<file path="src/bridge_consts.svh">
// Address map and AHB transfer codes; windows must not overlap and must fit below 2**32.
`ifndef BRIDGE_CONSTS_SVH
`define BRIDGE_CONSTS_SVH

// ~~~~~~~~~~~~~~~~~~~~~~~~~~~~~~~~~~~~~~~~~~~~~~~~~~~~~~~~~~~~~~~~~~~~~~~~~~~~
// Peripheral map.
// ~~~~~~~~~~~~~~~~~~~~~~~~~~~~~~~~~~~~~~~~~~~~~~~~~~~~~~~~~~~~~~~~~~~~~~~~~~~~
`define NUM_SLAVES 3
`define REGS_PER_SLAVE 4
`define SLAVE_BASE 32'h8000_0000
`define SLAVE_SPAN 32'h0400_0000

// ~~~~~~~~~~~~~~~~~~~~~~~~~~~~~~~~~~~~~~~~~~~~~~~~~~~~~~~~~~~~~~~~~~~~~~~~~~~~
// AHB HTRANS encodings.
// ~~~~~~~~~~~~~~~~~~~~~~~~~~~~~~~~~~~~~~~~~~~~~~~~~~~~~~~~~~~~~~~~~~~~~~~~~~~~
`define TRANS_IDLE 2'b00
`define TRANS_BUSY 2'b01
`define TRANS_NONSEQ 2'b10
`define TRANS_SEQ 2'b11

`endif

</file>
<file path="src/bridge_pkg.sv">
// Bridge types and address decode; all data paths are fixed at 32 bits.
`include "bridge_consts.svh"

package bridge_pkg;

	typedef logic [31:0] addr_t;
	typedef logic [31:0] data_t;
	typedef logic [`NUM_SLAVES-1:0] sel_t;
	typedef logic [1:0] trans_t;
	typedef logic [`NUM_SLAVES*32-1:0] rdataBus_t;

	typedef enum logic [2:0] {
		stIdle,
		stWwait,
		stRead,
		stWrite,
		stWriteP,
		stREnable,
		stWEnable,
		stWEnableP
	} apbState_t;

	// One-hot window match, zero when the address hits no peripheral.
	function automatic sel_t decodeSel(addr_t addr);
		sel_t sel;
		addr_t lo;
		sel = '0;
		for (int i = 0; i < `NUM_SLAVES; i++)
		begin
			lo = `SLAVE_BASE + addr_t'(i) * `SLAVE_SPAN;
			if (addr >= lo && addr < lo + `SLAVE_SPAN)
				sel[i] = 1'b1;
		end
		return sel;
	endfunction

endpackage

</file>
<file path="src/ahbApbBridge.sv">
// AHB-Lite to APB bridge top; no error response, single-word transfers only.
`timescale 1ns/1ns
`include "bridge_consts.svh"

module ahbApbBridge
	import bridge_pkg::*;
(
	input logic Hclk,
	input logic Hresetn,
	input addr_t hAddr,
	input logic hWrite,
	input trans_t hTrans,
	input data_t hWdata,
	input logic hSel,
	output data_t hRdata,
	output logic hReadyOut
);

	logic valid;
	logic hWriteReg;
	logic pWrite;
	logic pEnable;
	addr_t hAddr1;
	addr_t hAddr2;
	addr_t pAddr;
	data_t hWdata1;
	data_t hWdata2;
	data_t pWdata;
	sel_t tempSel;
	sel_t pSel;
	rdataBus_t pRdataBus;

	ahbSlaveInterface uAhbIf (
		.Hclk(Hclk),
		.Hresetn(Hresetn),
		.hAddr(hAddr),
		.hWdata(hWdata),
		.hWrite(hWrite),
		.hTrans(hTrans),
		.hSel(hSel),
		.hReadyIn(hReadyOut),
		.pSel(pSel),
		.pRdataBus(pRdataBus),
		.valid(valid),
		.hAddr1(hAddr1),
		.hAddr2(hAddr2),
		.hWdata1(hWdata1),
		.hWdata2(hWdata2),
		.hWriteReg(hWriteReg),
		.tempSel(tempSel),
		.hRdata(hRdata)
	);

	apbFsmController uApbFsm (
		.Hclk(Hclk),
		.Hresetn(Hresetn),
		.valid(valid),
		.hAddr(hAddr),
		.hAddr1(hAddr1),
		.hAddr2(hAddr2),
		.hWdata(hWdata),
		.hWdata1(hWdata1),
		.hWdata2(hWdata2),
		.hWrite(hWrite),
		.hWriteReg(hWriteReg),
		.tempSel(tempSel),
		.pWrite(pWrite),
		.pEnable(pEnable),
		.pSel(pSel),
		.pAddr(pAddr),
		.pWdata(pWdata),
		.hReadyOut(hReadyOut)
	);

	// ~~~~~~~~~~~~~~~~~~~~~~~~~~~~~~~~~~~~~~~~~~~~~~~~~~~~~~~~~~~~~~~~~~~~~~~~
	// Peripherals.
	// ~~~~~~~~~~~~~~~~~~~~~~~~~~~~~~~~~~~~~~~~~~~~~~~~~~~~~~~~~~~~~~~~~~~~~~~~
	for (genvar i = 0; i < `NUM_SLAVES; i++)
	begin : genSlave
		apbRegSlave uSlave (
			.Hclk(Hclk),
			.Hresetn(Hresetn),
			.pSel(pSel[i]),
			.pEnable(pEnable),
			.pWrite(pWrite),
			.pAddr(pAddr),
			.pWdata(pWdata),
			.pRdata(pRdataBus[i*32 +: 32])
		);
	end

endmodule

</file>
<file path="src/ahbSlaveInterface.sv">
// AHB-Lite slave side; assumes the master holds address and data while hReadyIn is low.
`timescale 1ns/1ns
`include "bridge_consts.svh"

module ahbSlaveInterface
	import bridge_pkg::*;
(
	input logic Hclk,
	input logic Hresetn,
	input addr_t hAddr,
	input data_t hWdata,
	input logic hWrite,
	input trans_t hTrans,
	input logic hSel,
	input logic hReadyIn,
	input sel_t pSel,
	input rdataBus_t pRdataBus,
	output logic valid,
	output addr_t hAddr1,
	output addr_t hAddr2,
	output data_t hWdata1,
	output data_t hWdata2,
	output logic hWriteReg,
	output sel_t tempSel,
	output data_t hRdata
);

	logic activeTrans;

	// ~~~~~~~~~~~~~~~~~~~~~~~~~~~~~~~~~~~~~~~~~~~~~~~~~~~~~~~~~~~~~~~~~~~~~~~~
	// Address phase decode.
	// ~~~~~~~~~~~~~~~~~~~~~~~~~~~~~~~~~~~~~~~~~~~~~~~~~~~~~~~~~~~~~~~~~~~~~~~~
	assign activeTrans = (hTrans == `TRANS_NONSEQ) || (hTrans == `TRANS_SEQ);
	assign tempSel = decodeSel(hAddr);
	assign valid = hSel && hReadyIn && activeTrans && (|tempSel);

	// Address and data history, one and two cycles old.
	always_ff @(posedge Hclk)
	begin
		hAddr1 <= hAddr;
		hAddr2 <= hAddr1;
		hWdata1 <= hWdata;
		hWdata2 <= hWdata1;
	end

	// Direction of the last accepted phase.
	always_ff @(posedge Hclk)
	begin
		if (!Hresetn)
			hWriteReg <= 1'b0;
		else if (hReadyIn)
			hWriteReg <= hWrite;
	end

	// ~~~~~~~~~~~~~~~~~~~~~~~~~~~~~~~~~~~~~~~~~~~~~~~~~~~~~~~~~~~~~~~~~~~~~~~~
	// Read data return.
	// ~~~~~~~~~~~~~~~~~~~~~~~~~~~~~~~~~~~~~~~~~~~~~~~~~~~~~~~~~~~~~~~~~~~~~~~~
	always_comb
	begin
		hRdata = '0;
		for (int i = 0; i < `NUM_SLAVES; i++)
		begin
			if (pSel[i])
				hRdata = hRdata | pRdataBus[i*32 +: 32];
		end
	end

endmodule

</file>
<file path="src/apbFsmController.sv">
// APB master FSM; peripherals never stretch the access cycle, so pReady is not sampled.
`timescale 1ns/1ns
`include "bridge_consts.svh"

module apbFsmController
	import bridge_pkg::*;
(
	input logic Hclk,
	input logic Hresetn,
	input logic valid,
	input addr_t hAddr,
	input addr_t hAddr1,
	input addr_t hAddr2,
	input data_t hWdata,
	input data_t hWdata1,
	input data_t hWdata2,
	input logic hWrite,
	input logic hWriteReg,
	input sel_t tempSel,
	output logic pWrite,
	output logic pEnable,
	output sel_t pSel,
	output addr_t pAddr,
	output data_t pWdata,
	output logic hReadyOut
);

	apbState_t state;
	apbState_t nextState;
	logic pWriteNext;
	logic pEnableNext;
	logic hReadyNext;
	sel_t pSelNext;
	addr_t pAddrNext;
	data_t pWdataNext;

	always_ff @(posedge Hclk)
	begin
		if (!Hresetn)
			state <= stIdle;
		else
			state <= nextState;
	end

	// ~~~~~~~~~~~~~~~~~~~~~~~~~~~~~~~~~~~~~~~~~~~~~~~~~~~~~~~~~~~~~~~~~~~~~~~~
	// Next state and next APB outputs.
	// ~~~~~~~~~~~~~~~~~~~~~~~~~~~~~~~~~~~~~~~~~~~~~~~~~~~~~~~~~~~~~~~~~~~~~~~~
	always_comb
	begin
		nextState = state;
		pWriteNext = pWrite;
		pEnableNext = pEnable;
		pSelNext = pSel;
		pAddrNext = pAddr;
		pWdataNext = pWdata;
		hReadyNext = hReadyOut;
		case (state)
			stIdle, stREnable, stWEnable:
			begin
				pSelNext = '0;
				pEnableNext = 1'b0;
				hReadyNext = 1'b1;
				nextState = stIdle;
				if (valid && hWrite)
					nextState = stWwait;
				else if (valid)
				begin
					// Read setup straight from the live address phase.
					nextState = stRead;
					pSelNext = tempSel;
					pAddrNext = hAddr;
					pWriteNext = 1'b0;
					hReadyNext = 1'b0;
				end
			end
			stWwait:
			begin
				nextState = valid ? stWriteP : stWrite;
				pSelNext = decodeSel(hAddr1);
				pAddrNext = hAddr1;
				pWdataNext = hWdata;
				pWriteNext = 1'b1;
				pEnableNext = 1'b0;
				hReadyNext = 1'b0;
			end
			stRead:
			begin
				nextState = stREnable;
				pEnableNext = 1'b1;
				hReadyNext = 1'b1;
			end
			stWrite:
			begin
				nextState = valid ? stWEnableP : stWEnable;
				pEnableNext = 1'b1;
				hReadyNext = 1'b1;
			end
			stWriteP:
			begin
				// A pending read must not complete before its data exists.
				nextState = stWEnableP;
				pEnableNext = 1'b1;
				hReadyNext = hWriteReg;
			end
			stWEnableP:
			begin
				pSelNext = decodeSel(hAddr2);
				pAddrNext = hAddr2;
				pWriteNext = hWriteReg;
				pEnableNext = 1'b0;
				hReadyNext = 1'b0;
				if (hWriteReg)
				begin
					pWdataNext = hWdata1;
					nextState = valid ? stWriteP : stWrite;
				end
				else
					nextState = stRead;
			end
			default:
				nextState = stIdle;
		endcase
	end

	// ~~~~~~~~~~~~~~~~~~~~~~~~~~~~~~~~~~~~~~~~~~~~~~~~~~~~~~~~~~~~~~~~~~~~~~~~
	// Registered outputs.
	// ~~~~~~~~~~~~~~~~~~~~~~~~~~~~~~~~~~~~~~~~~~~~~~~~~~~~~~~~~~~~~~~~~~~~~~~~
	always_ff @(posedge Hclk)
	begin
		if (!Hresetn)
		begin
			pWrite <= 1'b0;
			pEnable <= 1'b0;
			pSel <= '0;
			hReadyOut <= 1'b0;
		end
		else
		begin
			pWrite <= pWriteNext;
			pEnable <= pEnableNext;
			pSel <= pSelNext;
			hReadyOut <= hReadyNext;
		end
	end

	// APB address and write data.
	always_ff @(posedge Hclk)
	begin
		pAddr <= pAddrNext;
		pWdata <= pWdataNext;
	end

endmodule

</file>
<file path="src/apbRegSlave.sv">
// APB register peripheral; zero wait states and word accesses only.
`timescale 1ns/1ns
`include "bridge_consts.svh"

module apbRegSlave
	import bridge_pkg::*;
(
	input logic Hclk,
	input logic Hresetn,
	input logic pSel,
	input logic pEnable,
	input logic pWrite,
	input addr_t pAddr,
	input data_t pWdata,
	output data_t pRdata
);

	localparam int IDX_W = $clog2(`REGS_PER_SLAVE);

	data_t regs [`REGS_PER_SLAVE];
	logic [IDX_W-1:0] idx;

	// Word index from the byte address.
	assign idx = pAddr[IDX_W+1:2];

	always_ff @(posedge Hclk)
	begin
		if (!Hresetn)
		begin
			for (int i = 0; i < `REGS_PER_SLAVE; i++)
				regs[i] <= '0;
		end
		else if (pSel && pEnable && pWrite)
			regs[idx] <= pWdata;
	end

	assign pRdata = regs[idx];

endmodule

</file>
<file path="config.mk">
export PLATFORM = sky130hd
export DESIGN_NAME = ahbApbBridge
export DESIGN_NICKNAME = d
export VERILOG_FILES = /design/src/bridge_pkg.sv /design/src/ahbApbBridge.sv /design/src/ahbSlaveInterface.sv /design/src/apbFsmController.sv /design/src/apbRegSlave.sv
export VERILOG_INCLUDE_DIRS = /design/src
export SDC_FILE = /design/constraint.sdc
export NUM_CORES = 1
export LEC_CHECK = 0
export BUFFER_PORTS_ARGS = -buffer_cell sky130_fd_sc_hd__buf_4
export CELL_PAD_IN_SITES_DETAIL_PLACEMENT = 0
export CELL_PAD_IN_SITES_GLOBAL_PLACEMENT = 2
export CORE_MARGIN = 2
export CORE_UTILIZATION = 45
export DETAILED_ROUTE_END_ITERATION = 10
export GPL_TIMING_DRIVEN = 0
export HOLD_SLACK_MARGIN = 0.15
export PLACE_DENSITY_LB_ADDON = 0.05
export SYNTH_ARGS = -nofsm -noshare
export SYNTH_HDL_FRONTEND = slang
export SYNTH_SLANG_ARGS = --single-unit
</file>
<file path="constraint.sdc">
create_clock -name Hclk -period 4 [get_ports Hclk]
set_input_delay 0.4 -clock Hclk [delete_from_list [all_inputs] [get_ports Hclk]]
set_output_delay 0.4 -clock Hclk [all_outputs]
set_load 0.005 [all_outputs]
</file>
==> impl_results.md <==
- Outcome: finished clean
- FF+latch count, synth: 478
- CTS clk-pin slew, worst paths: 0.06 ns
- Port Buffers: 77
- Overall Global Routing Usage: 0.237
- H-Tree Depth: 2
- Non-Filler Instances: 2103
- Rows: 77
- Type of element launching the critical path: flop
- CTS root buf: clkbuf_16
- Worst slew pin tran: 1.12 ns
- # setup viols final: 0
- Post-synthesis cell area: 20400 µm²
- Final Max Tran Viols: 0
- CP Capture Type: output pin
- Num CTS Buffers: 52
- CP Data Required Time: 3.60 ns
- Die Wd: 217 µm
- Synthesized area per cell: 15.9 µm²
- Layout cells sized above 1: 0.228
- TritonCTS clock tree: done
- Io pins: 103
- Net count, final: 1540
- Distinct cell type count after synthesis: 48
- CTS sink count: 478
- RSZ-0062 raised after global routing: false
- Clk buf depth: 3
- Dpl hpwl: 34.5 mm
- Worst EP arrival: 3.40 ns
- Mapped Nets: 1351
- R2R depth: 4
- Clock skew: 0.00971 ns
- Vias in the first global route: 12200
- Gr busiest metal: met2
- Max VDD drop: 0.000341 V
- Detail Route Antenna Nets: 0
- Syn-to-layout area delta: 19.3%
- Placed insts: 1967
- Max-cap violation count: 0
- Antenna Cells: 0
- Wire length per cell: 25.6 µm
- Total wire length: 53.8 mm
- DR iter-0 viols: 1023
- WHS Path Cells: 0
- Most common cell after layout, fill and taps aside: edfxtp_1
- Hold Startpoint: uAhbIf.hAddr1[30]
- Mapped Cells: 1281
- Setup CP Type: flop to output pin
- Final RePlAce weighted congestion: 0.765
- Via density: 5.50
- Hold/Removal Path Class: flop to flop
- Final Critical Period: 3.80 ns
- Final worst-path cycle share: 0.951
- FF-to-FF Start: uApbFsm.pWrite
- Sequential fraction of the synthesis area: 0.675
- Post_cts resized: 0
- Met1 global-route usage: 0.334
- Relative slew slack: 0.252
- 1st-pass router iterations: 6
- Post-synth EDFFs: 418
- PD cells: 587 nW/µm²
- Met3 Resource Use GR: 0.0379
- Vias: 11600
- FMAX: 0.263 GHz
- Initial antenna violation count: 1
- Ys Warns: 0
- Skew-Pair Late Insertion Delay: 0.59 ns
- Die area: 47000 µm²
- Leakage Power: 9.14 nW
- Global-route wire length before repair: 80.0 mm
- Met2 Use GR: 0.388
- Grt ovf: 0
- Predominant post-synthesis flop cell: edfxtp_1
- Core area: 44400 µm²
- Starting Density: 0.459
- Final core occ: 0.547
- Fin. Hold Viols: 0
- DRC: 0
- Crit-path max FO: 10
- Share of flip-flops with an asynchronous set or reset: 0
- Die Ht: 217 µm
- Commonest cells after routing, fill and taps aside: edfxtp_1 (418), and2_1 (386), clkbuf_1 (90), mux4_2 (90), buf_4 (83)
- Largest net degree at the start of global routing: 25
report_power, final:
| part | switching (mW) | internal, mW | total, mW | leakage (nW) |
|---|---|---|---|---|
| registers | 0.149 | 5.76 | 5.91 | 4.78 |
| clock network | 1.95 | 2.79 | 4.74 | 0.820 |
| logic | 2.03 | 1.59 | 3.62 | 3.53 |
| total | 4.13 | 10.1 | 14.3 | 9.14 |
synth_stat cells, types with 2 or more instances:
cell / instances / share of area
nor3_1: 4 / 0.00098
dfxtp_1: 60 / 0.059
buf_6: 4 / 0.0022
buf_4: 6 / 0.0022
nor3b_1: 3 / 0.0011
inv_1: 36 / 0.0066
nor2_1: 13 / 0.0024
nor2b_1: 4 / 0.0012
a222oi_1: 32 / 0.016
and2_1: 386 / 0.12
mux4_1: 6 / 0.0077
o21ai_0: 15 / 0.0037
nand3_1: 3 / 0.00074
mux4_2: 90 / 0.099
o221a_2: 2 / 0.0011
a41oi_1: 3 / 0.0013
buf_1: 3 / 0.00055
mux2_2: 36 / 0.020
edfxtp_1: 418 / 0.62
a221o_1: 2 / 0.00098
nand2b_1: 7 / 0.0021
a21oi_1: 7 / 0.0017
a31oi_1: 2 / 0.00061
o221ai_1: 2 / 0.00086
buf_2: 21 / 0.0052
clkbuf_1: 76 / 0.014
nand4_1: 7 / 0.0021
nand2_1: 12 / 0.0022
nand4b_1: 2 / 0.00086
critical path: stages (launching register included):
cell and delay (ns):
dfxtp_1 0.30, clkbuf_1 0.36, buf_2 0.36, buf_1 0.68, mux4_1 0.41, a222oi_1 0.45, inv_1 0.08, buf_4 0.15
worst paths after layout:
check	to	slack, ns
worst max register to register	genSlave[2].uSlave.regs[0][15]	1.20
worst max-delay path	hRdata[11]	0.20
worst min register to register	uAhbIf.hAddr2[30]	0.35
worst min-delay path	uAhbIf.hAddr2[30]	0.35
final cells by class:
type                       instances  area [µm²]
clock buffer                      79        1560
clock inverter                    16         126
sequential                       478       13800
timing repair buffer             135        1400
tap                              592         741
fill                            3637       20100
inverter                          36         135
buffer                           113         534
multi-input combinational        654        6060
state kept, by name, summed over array words and instances, names as in the netlist, named ones only:
name and cells:
uApbFsm.pWrite 1, uApbFsm.pEnable 1, uApbFsm.pWdata 32, uApbFsm.pAddr 2, uApbFsm.hReadyOut 1, uAhbIf.hWriteReg 1
uApbFsm.state 3, uAhbIf.hWdata1 32, genSlave.uSlave.regs 384, uAhbIf.hAddr2 8, uApbFsm.pSel 3, uAhbIf.hAddr1 8
kinds of logic (layout without fill, tap and decap cells):
group                     count (synthesis)  in the layout  synth area share
DFF                                     478            478             0.675
muxes                                   133            133             0.128
and+or+nand+nor                         447            447             0.135
buffers and inverters                   149            379            0.0328
AOI/OAI and AO/OA                        73             73            0.0293
xor gates and xnor gates                  1              1          0.000430
per-stage QoR:
stage	setup TNS, ns	total power [mW]	cell area [µm²]	worst slack, ns	hold WS (ns)
after floorplan	0	8.22	20400	0.548	0.332
after global placement	-687.51	9.59	21700	-2.66	0.341
after detailed placement	0	9.66	22200	0.772	0.343
after CTS	0	14.4	24300	0.129	0.353
after global routing	0	14.8	24300	0.0519	0.364
final	0	14.3	24300	0.197	0.349
timing repair:
action,in CTS,in global routing
hold endpoints to repair,75,0
setup buffers,0,0
hold buffers,41,0
routing by layer:
| layer | wire (µm) | vias to the layer above | share of wire |
|---|---|---|---|
| met5 | 0 | - | 0 |
| met1 | 23500 | 6024 | 0.44 |
| met3 | 3220 | 72 | 0.060 |
| met2 | 25900 | 333 | 0.48 |
| met4 | 1120 | 0 | 0.021 |
| li1 | - | 5140 | - |
(Power assumes the default switching activity.)
